**config.mk**
```make
export PLATFORM = sky130hd
export DESIGN_NAME = lsu
export DESIGN_NICKNAME = d
export VERILOG_FILES = /design/src/lsu_pkg.sv /design/src/lsu.sv
export VERILOG_INCLUDE_DIRS = /design/src /design/src/src
export SDC_FILE = /design/constraint.sdc
export NUM_CORES = 1
export LEC_CHECK = 0
export BUFFER_PORTS_ARGS = -buffer_cell sky130_fd_sc_hd__buf_2
export CAP_MARGIN = 20
export CORE_UTILIZATION = 47
export CTS_CLUSTER_DIAMETER = 40
export DETAILED_ROUTE_END_ITERATION = 6
export GPL_ROUTABILITY_DRIVEN = 0
export PLACE_DENSITY = 0.86
export SLEW_MARGIN = 25
export SYNTH_ARGS = -nofsm -noshare
export SYNTH_HDL_FRONTEND = slang
export SYNTH_SLANG_ARGS = --single-unit
```
**constraint.sdc**
```tcl
create_clock -name clock -period 3.35 [get_ports clock]
set_input_delay 0.8375 -clock clock [delete_from_list [all_inputs] [get_ports clock]]
set_output_delay 0.8375 -clock clock [all_outputs]
set_load 0.02 [all_outputs]
```
**src/lsu_cfg.svh**
```systemverilog
`ifndef LSU_CFG_SVH
`define LSU_CFG_SVH

// data and address width of the core and the bus
`define LSU_XLEN 32

// slave depth in 32-bit words
`define LSU_MEM_WORDS 1024

// cycles the slave holds off each ready, 0 allowed
`define LSU_MEM_WAIT 2

`endif

```
**src/lsu_pkg.sv**
```systemverilog
package lsu_pkg;

  typedef enum logic [3:0] {
    op_lb  = 4'd0,
    op_lh  = 4'd1,
    op_lw  = 4'd2,
    op_lbu = 4'd3,
    op_lhu = 4'd4,
    op_sb  = 4'd5,
    op_sh  = 4'd6,
    op_sw  = 4'd7
  } mem_op_t;

  typedef enum logic [2:0] {
    st_idle  = 3'd0,
    st_raddr = 3'd1, // waiting on the read address handshake
    st_rdata = 3'd2,
    st_waddr = 3'd3,
    st_wdata = 3'd4,
    st_bresp = 3'd5,
    st_done  = 3'd6  // completion pulse cycle
  } lsu_state_t;

  typedef enum logic [1:0] {
    resp_okay   = 2'b00,
    resp_slverr = 2'b10
  } bus_resp_t;

endpackage

```
**src/lsu.sv**
```systemverilog
`timescale 1ns/10ps
`include "lsu_cfg.svh"

module lsu (
  input  logic                     clock,
  input  logic                     reset,
  input  logic                     req,
  input  lsu_pkg::mem_op_t         op,
  input  logic [`LSU_XLEN-1:0]     addr,
  input  logic [`LSU_XLEN-1:0]     wdata,
  output logic [`LSU_XLEN-1:0]     rdata,
  output logic                     read_done,
  output logic                     write_done,
  output logic                     error,
  output logic                     busy,
  output logic [`LSU_XLEN-1:0]     araddr,
  output logic                     arvalid,
  input  logic                     arready,
  input  logic [`LSU_XLEN-1:0]     rdata_bus,
  input  lsu_pkg::bus_resp_t       rresp,
  input  logic                     rvalid,
  output logic                     rready,
  output logic [`LSU_XLEN-1:0]     awaddr,
  output logic                     awvalid,
  input  logic                     awready,
  output logic [`LSU_XLEN-1:0]     wdata_bus,
  output logic [`LSU_XLEN/8-1:0]   wstrb,
  output logic                     wvalid,
  input  logic                     wready,
  input  lsu_pkg::bus_resp_t       bresp,
  input  logic                     bvalid,
  output logic                     bready
);

  localparam int lanes     = `LSU_XLEN / 8;
  localparam int lane_bits = $clog2(lanes);

  lsu_pkg::lsu_state_t     state;
  lsu_pkg::mem_op_t        op_q;
  logic [`LSU_XLEN-1:0]    addr_q;
  logic                    accept;
  logic                    is_load;
  logic                    misaligned;
  logic [`LSU_XLEN-1:0]    store_data;
  logic [lanes-1:0]        store_strb;
  logic [lane_bits-1:0]    offset;
  logic [`LSU_XLEN-1:0]    lane_data;
  logic [`LSU_XLEN-1:0]    load_ext;

  assign accept = req && (state == lsu_pkg::st_idle); // no back-pressure, busy reqs dropped
  assign busy   = (state != lsu_pkg::st_idle);

  // both channels see the same word-aligned address
  assign araddr = {addr_q[`LSU_XLEN-1:lane_bits], {lane_bits{1'b0}}};
  assign awaddr = {addr_q[`LSU_XLEN-1:lane_bits], {lane_bits{1'b0}}};

  always_comb begin
    is_load    = 1'b0;
    misaligned = 1'b0;
    case (op)
      lsu_pkg::op_lb, lsu_pkg::op_lbu: is_load = 1'b1;
      lsu_pkg::op_lh, lsu_pkg::op_lhu: begin
        is_load    = 1'b1;
        misaligned = addr[0];
      end
      lsu_pkg::op_lw: begin
        is_load    = 1'b1;
        misaligned = |addr[lane_bits-1:0];
      end
      lsu_pkg::op_sh: misaligned = addr[0];
      lsu_pkg::op_sw: misaligned = |addr[lane_bits-1:0];
      default: ;
    endcase
  end

  // replicate narrow data into every lane, the strobe picks the live one
  always_comb begin
    case (op)
      lsu_pkg::op_sb: begin
        store_data = {lanes{wdata[7:0]}};
        store_strb = lanes'(1) << addr[lane_bits-1:0];
      end
      lsu_pkg::op_sh: begin
        store_data = {(lanes / 2){wdata[15:0]}};
        store_strb = lanes'(3) << addr[lane_bits-1:0];
      end
      default: begin
        store_data = wdata;
        store_strb = '1;
      end
    endcase
  end

  assign offset    = addr_q[lane_bits-1:0];
  assign lane_data = rdata_bus >> {offset, 3'b000}; // addressed byte down to lane 0

  always_comb begin
    case (op_q)
      lsu_pkg::op_lb:  load_ext = {{(`LSU_XLEN-8){lane_data[7]}}, lane_data[7:0]};
      lsu_pkg::op_lh:  load_ext = {{(`LSU_XLEN-16){lane_data[15]}}, lane_data[15:0]};
      lsu_pkg::op_lbu: load_ext = {{(`LSU_XLEN-8){1'b0}}, lane_data[7:0]};
      lsu_pkg::op_lhu: load_ext = {{(`LSU_XLEN-16){1'b0}}, lane_data[15:0]};
      default:         load_ext = lane_data;
    endcase
  end

  always_ff @(posedge clock) begin
    if (accept) begin
      op_q      <= op;
      addr_q    <= addr;
      wdata_bus <= store_data;
      wstrb     <= store_strb;
    end
    if (state == lsu_pkg::st_rdata && rvalid) begin
      rdata <= load_ext;
    end
  end

  always_ff @(posedge clock) begin
    if (reset) begin
      state      <= lsu_pkg::st_idle;
      arvalid    <= 1'b0;
      rready     <= 1'b0;
      awvalid    <= 1'b0;
      wvalid     <= 1'b0;
      bready     <= 1'b0;
      read_done  <= 1'b0;
      write_done <= 1'b0;
      error      <= 1'b0;
    end else begin
      case (state)
        lsu_pkg::st_idle: begin
          if (req) begin
            if (misaligned) begin
              state <= lsu_pkg::st_done; // never reaches the bus
            end else if (is_load) begin
              arvalid <= 1'b1;
              state   <= lsu_pkg::st_raddr;
            end else begin
              awvalid <= 1'b1;
              state   <= lsu_pkg::st_waddr;
            end
          end
        end
        lsu_pkg::st_raddr: begin
          if (arready) begin
            arvalid <= 1'b0;
            rready  <= 1'b1;
            state   <= lsu_pkg::st_rdata;
          end
        end
        lsu_pkg::st_rdata: begin
          if (rvalid) begin
            rready <= 1'b0;
            if (rresp != lsu_pkg::resp_okay) error <= 1'b1;
            else read_done <= 1'b1;
            state <= lsu_pkg::st_done;
          end
        end
        lsu_pkg::st_waddr: begin
          if (awready) begin
            awvalid <= 1'b0;
            wvalid  <= 1'b1;
            state   <= lsu_pkg::st_wdata;
          end
        end
        lsu_pkg::st_wdata: begin
          if (wready) begin
            wvalid <= 1'b0;
            bready <= 1'b1;
            state  <= lsu_pkg::st_bresp;
          end
        end
        lsu_pkg::st_bresp: begin
          if (bvalid) begin
            bready <= 1'b0;
            if (bresp != lsu_pkg::resp_okay) error <= 1'b1;
            else write_done <= 1'b1;
            state <= lsu_pkg::st_done;
          end
        end
        lsu_pkg::st_done: begin
          if (read_done || write_done || error) begin
            read_done  <= 1'b0;
            write_done <= 1'b0;
            error      <= 1'b0;
            state      <= lsu_pkg::st_idle;
          end else begin
            // misaligned entry arrives with no pulse pending, raise it now
            error <= 1'b1;
          end
        end
        default: state <= lsu_pkg::st_idle;
      endcase
    end
  end

endmodule

```
Word-level counts from Yosys, hierarchy flattened
Cells that the tools add are included.
{ "totals": {"reg_bits": 115, "output_inout_bits": 141} }
{ "classes": {"eq_ne": 30, "shifts": 3, "muxes": 47, "n_reduce_logical": 31} }
{ "ops": {"columns": ["cell", "count"], "rows": [
  ["one-hot mux 32 bit (4 select lines)", 1],
  ["one-hot mux 32 bit (2 select lines)", 1],
  [">> shifter 32 x 5 -> 32 bit", 1],
  ["!= test 2 bit, second input constant", 13],
  ["two-way mux 1 bit", 25],
  ["two-way mux 3 bit", 8],
  ["one-hot mux 3 bit (7 select lines)", 1],
  ["== test 4 x 3 -> 1 bit, second input constant", 5],
  ["nonzero test 2 bit", 9],
  ["one-hot mux 1 bit (2 select lines)", 8],
  ["AND reduction 5 bit", 3],
  ["== test 4 x 2 -> 1 bit, second input constant", 3],
  ["== test 3 bit, second input constant", 3],
  ["AND reduction 3 bit", 3],
  ["== test 4 x 1 -> 1 bit, second input constant", 2],
  ["logical NOT 4 bit", 2],
  ["one-hot mux 4 bit (2 select lines)", 1],
  ["AND reduction 4 bit", 2],
  ["AND reduction 7 bit", 1],
  ["== test 3 x 2 -> 1 bit, second input constant", 2],
  ["nonzero test 3 bit", 2],
  ["OR reduction 5 bit", 1],
  ["OR reduction 2 bit", 2],
  ["left shift 1 x 2 -> 4 bit, first input constant", 1],
  ["9 further kinds", 11]
]} }

Logic depth before layout (Yosys ltp)
Gate-level depths: netlist (run 1).
{ "logic_depth": {"word_depth": 7, "ltp_mapped": 7, "depth_no_buf": 5} }

Least setup slack after synthesis (run 1)
OpenSTA, ideal clock, no wires.
{ "synth_timing": {"path_kind": "input -> register", "start": "input req", "end": "register awvalid", "setup_ps": 58, "arrival_ps": 3032, "t_required_ps": 3292, "path_slack_ps": 260, "path_stages": 3, "n_path_buf": 0, "path_cell_list": "and3_1 -> o211a_1 -> o21a_1"} }
{ "synth_between": {"elab_chain_cells": 2} }
{ "synth_rtl": {"columns": ["element", "line", "text"], "rows": [
  ["start, declared", "lsu.sv:7", "input logic req,"],
  ["!= test 2 bit (no line)", null, null],
  ["AND reduction 5 bit (no line)", null, null],
  ["end signal, assigned", "lsu.sv:124", "awvalid <= 1'b0;"],
  ["end signal, assigned", "lsu.sv:140", "awvalid <= 1'b1;"],
  ["end signal, assigned", "lsu.sv:162", "awvalid <= 1'b0;"],
  ["end, declared", "lsu.sv:24", "output logic awvalid,"]
]} }
No other way between the ends.
A chain may end at the register's enable or synchronous reset.

Worst setup path in the final report (run 1)
{ "layout_timing": {"start": "register state[1]", "end": "output busy"} }
{ "layout_between": {"elab_chain_cells": 1} }
{ "layout_rtl": {"columns": ["element", "line", "text"], "rows": [
  ["start, declared", "lsu.sv:38", "lsu_pkg::lsu_state_t state;"],
  ["start signal, assigned", "lsu.sv:121", "state <= lsu_pkg::st_idle;"],
  ["start signal, assigned", "lsu.sv:135", "state <= lsu_pkg::st_done;"],
  ["start signal, assigned", "lsu.sv:138", "state <= lsu_pkg::st_raddr;"],
  ["nonzero test 3 bit", "lsu.sv:51", "assign busy = (state != lsu_pkg::st_idle);"],
  ["end, declared", "lsu.sv:15", "output logic busy,"]
]} }
No other way between the ends.

==> results of run 1 <==
stage by stage:
stage / util / setup WS [ns] / power, W / area, um^2
CTS: 0.625 / 0.970 / 0.00554 / 6900
global placement: 0.574 / 1.15 / 0.00373 / 6330
detailed placement: 0.574 / 1.08 / 0.00377 / 6330
floorplan: - / 0.260 / 0.00342 / 5430
finish: 0.625 / 0.951 / 0.00551 / 6900
global route: 0.625 / 0.836 / 0.00576 / 6900
kinds of logic (layout without fill, tap and decap cells):
logic type	Yosys count	count (layout)	share of synthesized area
and+or+nand+nor	99	99	0.0862
AOI/OAI and AO/OA	94	94	0.122
buffers and inverters	86	285	0.109
muxes	31	31	0.0619
other	1	4	0.000692
DFF	115	115	0.617
xor gates and xnor gates	2	2	0.00324
path summary, 6_finish.rpt:
path / from / end / slack [ns]
min: awvalid / awvalid / 0.47
max reg2reg: addr_q[1] / rdata[15] / 1.09
min reg2reg: awvalid / awvalid / 0.47
max: state[1] / busy / 0.95
state kept, by name, summed over array words and instances (netlist names), 3 cells and up:
register,count
rdata,32
state,3
op_q,4
wstrb,4
addr_q,32
wdata_bus,32
cell type report:
class	count	area, um^2	share of cell area
Timing Repair Buffer	252	1280	0.186
Inverter	3	11.3	0.00163
Clock inverter	12	141	0.0205
Sequential cell	115	3340	0.485
Clock buffer	18	429	0.0622
Tap cell	140	175	0.0254
Multi-Input combinational cell	230	1510	0.219
power groups by stage:
stage | registers [W] | clock network (W) | logic, W
2_1_floorplan | 0.00237 | 0 | 0.00105
4_1_cts | 0.00218 | 0.00179 | 0.00158
6_report | 0.00218 | 0.00176 | 0.00157
5_1_grt | 0.00222 | 0.00185 | 0.00169
3_3_place_gp | 0.00219 | 0 | 0.00153
3_5_place_dp | 0.00221 | 0 | 0.00157
routing by layer:
layer,GRT usage,vias to the layer above
li1,-,1898
met3,0.0516,22
met1,0.231,1922
met5,0,-
met2,0.372,190
met4,0.124,0
cell usage in the layout, fill, tap and decap left out, drive strengths merged, types with 3 or more instances in the layout:
cell type / count
bufinv: 3
a31oi: 3
nor3: 4
a21o: 8
edfxtp: 104
mux2i: 20
inv: 3
clkinv: 7
o211ai: 3
o21ai: 21
mux2: 10
a21oi: 20
conb: 4
dfxtp: 11
nor2b: 12
clkbuf: 18
buf: 252
nand2b: 3
a211oi: 8
o21a: 3
nand2: 49
a22oi: 10
nor2: 19
==> out/metrics.cfg, run 1 <==
[synthesis]
ys.flop_type=edfxtp_1
ys_warn_count=0
synthMostInstantiatedCell=edfxtp_1
synth_edf_count=104
synth_commonest_cells=104 x edfxtp_1, 66 x buf_4, 49 x nand2_1, 21 x o21ai_0
syn_area_per_cell_um2=12.7
syn_inst=428
postSynth.asyncResetShare=0
ys_ff_latch=115
synth_area_leader_cell=edfxtp_1
ys_seq_area_frac=0.617
synthTopCellsByArea=edfxtp_1 58%, buf_4 9.1%, dfxtp_1 4.1%
synthDominantCellAreaShare=0.577
netlist_area_mm2=0.00542
yosysUniqueCellTypes=56

[clock_tree]
insertion_delay_ns=0.40
cts.sinks=115
root_buffer=clkbuf_16
cts_resized=0
cts_made_buffers=17
ctsHoldBuffers=0
clk_pin_slew_ns=0.06
cts_tree=yes
postCtsSetupRepairBufs=0
cts_buffer_depth=2
cts_max_level=4

[critical_path]
worstSetupPathType=register to primary output
cpMaxStageDelayCell=dfxtp_1
cp.required_ns=2.51
worstSetupEndpointType=primary output
path_delay_family=flip-flops
max_stage_delay_ns=0.68
cp_num_cells=3
cp.arrival_ns=1.56
critPathBufInv=1
worst-r2r-cell-count=3
crit_path_start_kind=register
crit_fanout=17
path_cells=nor2_1 -> nand2_1 -> buf_2

[cells_and_area]
drive_gt1_frac=0.483
area_growth_pct=27.4
finalNonFillerCells=770
fin_nets=731
n_antenna_cell=0
fill_cells=863

[floorplan]
dieWidth_um=109
die_y_um=109
dieArea_mm2=0.0120
core_area_mm2=0.0110
ios=253
rows=38
initial_core_util=0.491

[drt]
drt_iter0_markers=145
wire_per_inst_um=16.8
routed_wl_um=12900
met1_length_um=4840
ant_nets=0
top_layer=met4
viasPerCell=5.24
wl_met3_um=869
vias=4032
drtPass1Iterations=5
drc=0
dr_wl_met2_um=6940

[power]
power.share.clock=0.319
seq_power_share=0.396
power_frac_comb=0.285
swShare=0.334
peakVddDrop_v=0.000568
leakagePower_nw=3.03
internal-power_w=0.00367
p_switching_w=0.00184
power_density_mw_per_mm2=799

[timing]
layout_min_cycle_time_ns=2.40
setup_viol=0
worst_slew_pin_slew_ns=1.00
drv_slew=0
setup_tns_ns=0
max_freq_mhz=417
max_slew_margin=0.331
finalCritPeriodShare=0.716
finClkSkew_ns=0.0135
rsz0062_at_grt=no
finalHoldViolations=0
hold-worst-slack_ns=0.466

[global_routing]
grt_pass1_vias=3753
antenna_found_initial=0
grt_first_pass_wirelength_um=18600
grt_max_degree=75
grt-ovfl-total=0
grt.total_usage=0.211

[place]
io_buffers=248
hpwl_um=9360
place_inst=740

[run]
maxCapViolCount=0

[worst_hold_path]
holdPathStages=1
hold_path_class=register to register

[status]
status=finished clean

No activity file was read; power rests on OpenSTA's default activity.
==> inputs of run 2 (changes only) <==
==> constraint.sdc (replaced) <==
create_clock -name clock -period 2.4 [get_ports clock]
set_input_delay 0.6 -clock clock [delete_from_list [all_inputs] [get_ports clock]]
set_output_delay 0.6 -clock clock [all_outputs]
set_load 0.02 [all_outputs]
==> out/metrics.cfg, run 2 (same netlist as run 1, synthesis figures left out) <==
[status]
status=finished clean

[clock_tree]
cts_buffer_depth=2  ; unchanged
cts_made_buffers=17  ; unchanged
insertion_delay_ns=0.41  ; about the same
clk_pin_slew_ns=0.05  ; about the same
cts_max_level=4  ; unchanged
cts_tree=yes
root_buffer=clkbuf_16
postCtsSetupRepairBufs=0  ; unchanged
cts.sinks=115  ; unchanged
ctsHoldBuffers=0  ; unchanged
cts_resized=0  ; unchanged

[drt]
routed_wl_um=13200  ; +2.4%
viasPerCell=5.32  ; +1.6%
ant_nets=0  ; unchanged
wire_per_inst_um=17.0  ; +1.4%
drtPass1Iterations=5  ; unchanged
drt_iter0_markers=183  ; +26%
vias=4139  ; +2.7%
drc=0  ; unchanged

[critical_path]
cp.arrival_ns=1.57  ; about the same
cpMaxStageDelayCell=dfxtp_1
path_cells=nor2_1 -> nand2_1 -> buf_2
cp-startpoint=state[1]
crit_end=busy
worst-r2r-cell-count=3  ; unchanged
crit_path_start_kind=register
worstSetupPathType=register to primary output
reg2reg_slack_ns=0.50  ; -0.59 ns
rr_startpoint=state[1]
cp.required_ns=1.80  ; -0.71 ns
worstSetupEndpointType=primary output
max_stage_delay_ns=0.69  ; about the same
reg2reg_to=addr_q[24]
crit_fanout=17  ; unchanged

[floorplan]
dieWidth_um=109  ; unchanged
dieArea_mm2=0.0120  ; unchanged
initial_core_util=0.491  ; unchanged
die_y_um=109  ; unchanged
rows=38  ; unchanged
ios=253  ; unchanged
core_area_mm2=0.0110  ; unchanged

[place]
io_buffers=248  ; unchanged
hpwl_um=9820  ; +4.9%

[power]
power_density_mw_per_mm2=1110  ; +40%
total_power_w=0.00776  ; +41%
seq_power_share=0.390  ; -0.006
p_switching_w=0.00257  ; +40%
internal-power_w=0.00518  ; +41%
peakVddDrop_v=0.000747  ; +32%
swShare=0.332  ; -0.00201
power_frac_comb=0.291  ; +0.006
leakagePower_nw=3.08  ; +1.7%
power.share.clock=0.319  ; about the same

[timing]
hold-worst-slack_ns=0.370  ; -0.0961 ns
max_slew_margin=0.570  ; +0.239
finalHoldViolations=0  ; unchanged
max_freq_mhz=460
setup_viol=0  ; unchanged
finalCritPeriodShare=0.906
finClkSkew_ns=0.0103  ; -0.00322 ns
setup_tns_ns=0  ; unchanged
layout_min_cycle_time_ns=2.17
worst_slew_pin_slew_ns=0.644  ; -0.360 ns
rsz0062_at_grt=no
drv_slew=0  ; unchanged

[run]
maxCapViolCount=0  ; unchanged

[global_routing]
antenna_found_initial=0  ; unchanged
grt-ovfl-total=0  ; unchanged
grt_first_pass_wirelength_um=18800  ; +1.1%
grt_max_degree=35  ; -53%
grt.total_usage=0.214  ; +0.00283
grt_pass1_vias=3847  ; +2.5%

[cells_and_area]
drive_gt1_frac=0.487  ; +0.00492
n_antenna_cell=0  ; unchanged
layout_commonest_cell=buf_2
fin_nets=737  ; +0.82%
final_cell_mix=248 x buf_2, 104 x edfxtp_1, 49 x nand2_1, 21 x o21ai_0
fill_cells=860  ; -0.35%
reg.largest.list=addr_q (32), rdata (32), wdata_bus (32)
area_growth_pct=28.6

[worst_hold_path]
hold_path_class=input pin to register

==> run 2: cell types whose count changed in the layout (fill, tap and decap cells not counted) <==
cell	change
clkbuf_1	+3
buf_4	+6
clkinv_4	-1
clkinvlp_4	-2
clkinv_1	-2
clkinv_2	-1
bufinv_16	-2
inv_4	+3
clkbuf_16	+3
clkbuf_8	+1
==> run 2: metrics by stage <==
step	cell area (um^2)	setup WS (ns)	util	instances
2_1_floorplan	5430	0.273	-	431
3_3_place_gp	6370	0.436	0.578	746
3_5_place_dp	6370	0.362	0.578	746
4_1_cts	6960	0.229	0.631	778
5_1_grt	6960	0.126	0.631	778
6_report	6960	0.226	0.631	778
==> run 2: worst min-delay path by stage <==
stage	slack, ns	cells after the start	to	startpoint
after CTS	0.35	1	addr_q[30]	addr[30]
after detailed placement	0.45	1	awvalid	awvalid
after floorplan	0.55	2	write_done	write_done
after global placement	0.45	1	awvalid	awvalid
final	0.37	1	addr_q[13]	addr[13]
after global routing	0.35	1	addr_q[12]	addr[12]
==> run 2: metal layers <==
metal | share of wire | global-route usage
met5 | 0 | 0
met4 | 0.032 | 0.121
met3 | 0.072 | 0.0634
met2 | 0.53 | 0.370
met1 | 0.37 | 0.235
==> run 2: power groups by stage <==
stage	Clock [W]	Combinational (W)	Sequential (W)
2_1_floorplan	0	0.00147	0.00329
3_3_place_gp	0	0.00220	0.00304
3_5_place_dp	0	0.00225	0.00306
4_1_cts	0.00251	0.00227	0.00302
5_1_grt	0.00260	0.00244	0.00307
6_report	0.00248	0.00226	0.00302
==> run 2: critical path, delay by kind of cell, from the launching register on <==
family | cells | cell delay, ns
AND/OR/NAND/NOR | 2 | 0.31
buffers and inverters | 1 | 0.16
flip-flops | 1 | 0.69
==> run 2: layout make-up <==
type | instances | area [um^2] | area share
multi-input combinational | 230 | 1510 | 0.217
clock buffer | 25 | 529 | 0.0760
tap | 140 | 175 | 0.0252
sequential | 115 | 3340 | 0.480
timing repair buffer | 258 | 1330 | 0.191
clock inverter | 7 | 63.8 | 0.00916
inverter | 3 | 11.3 | 0.00162
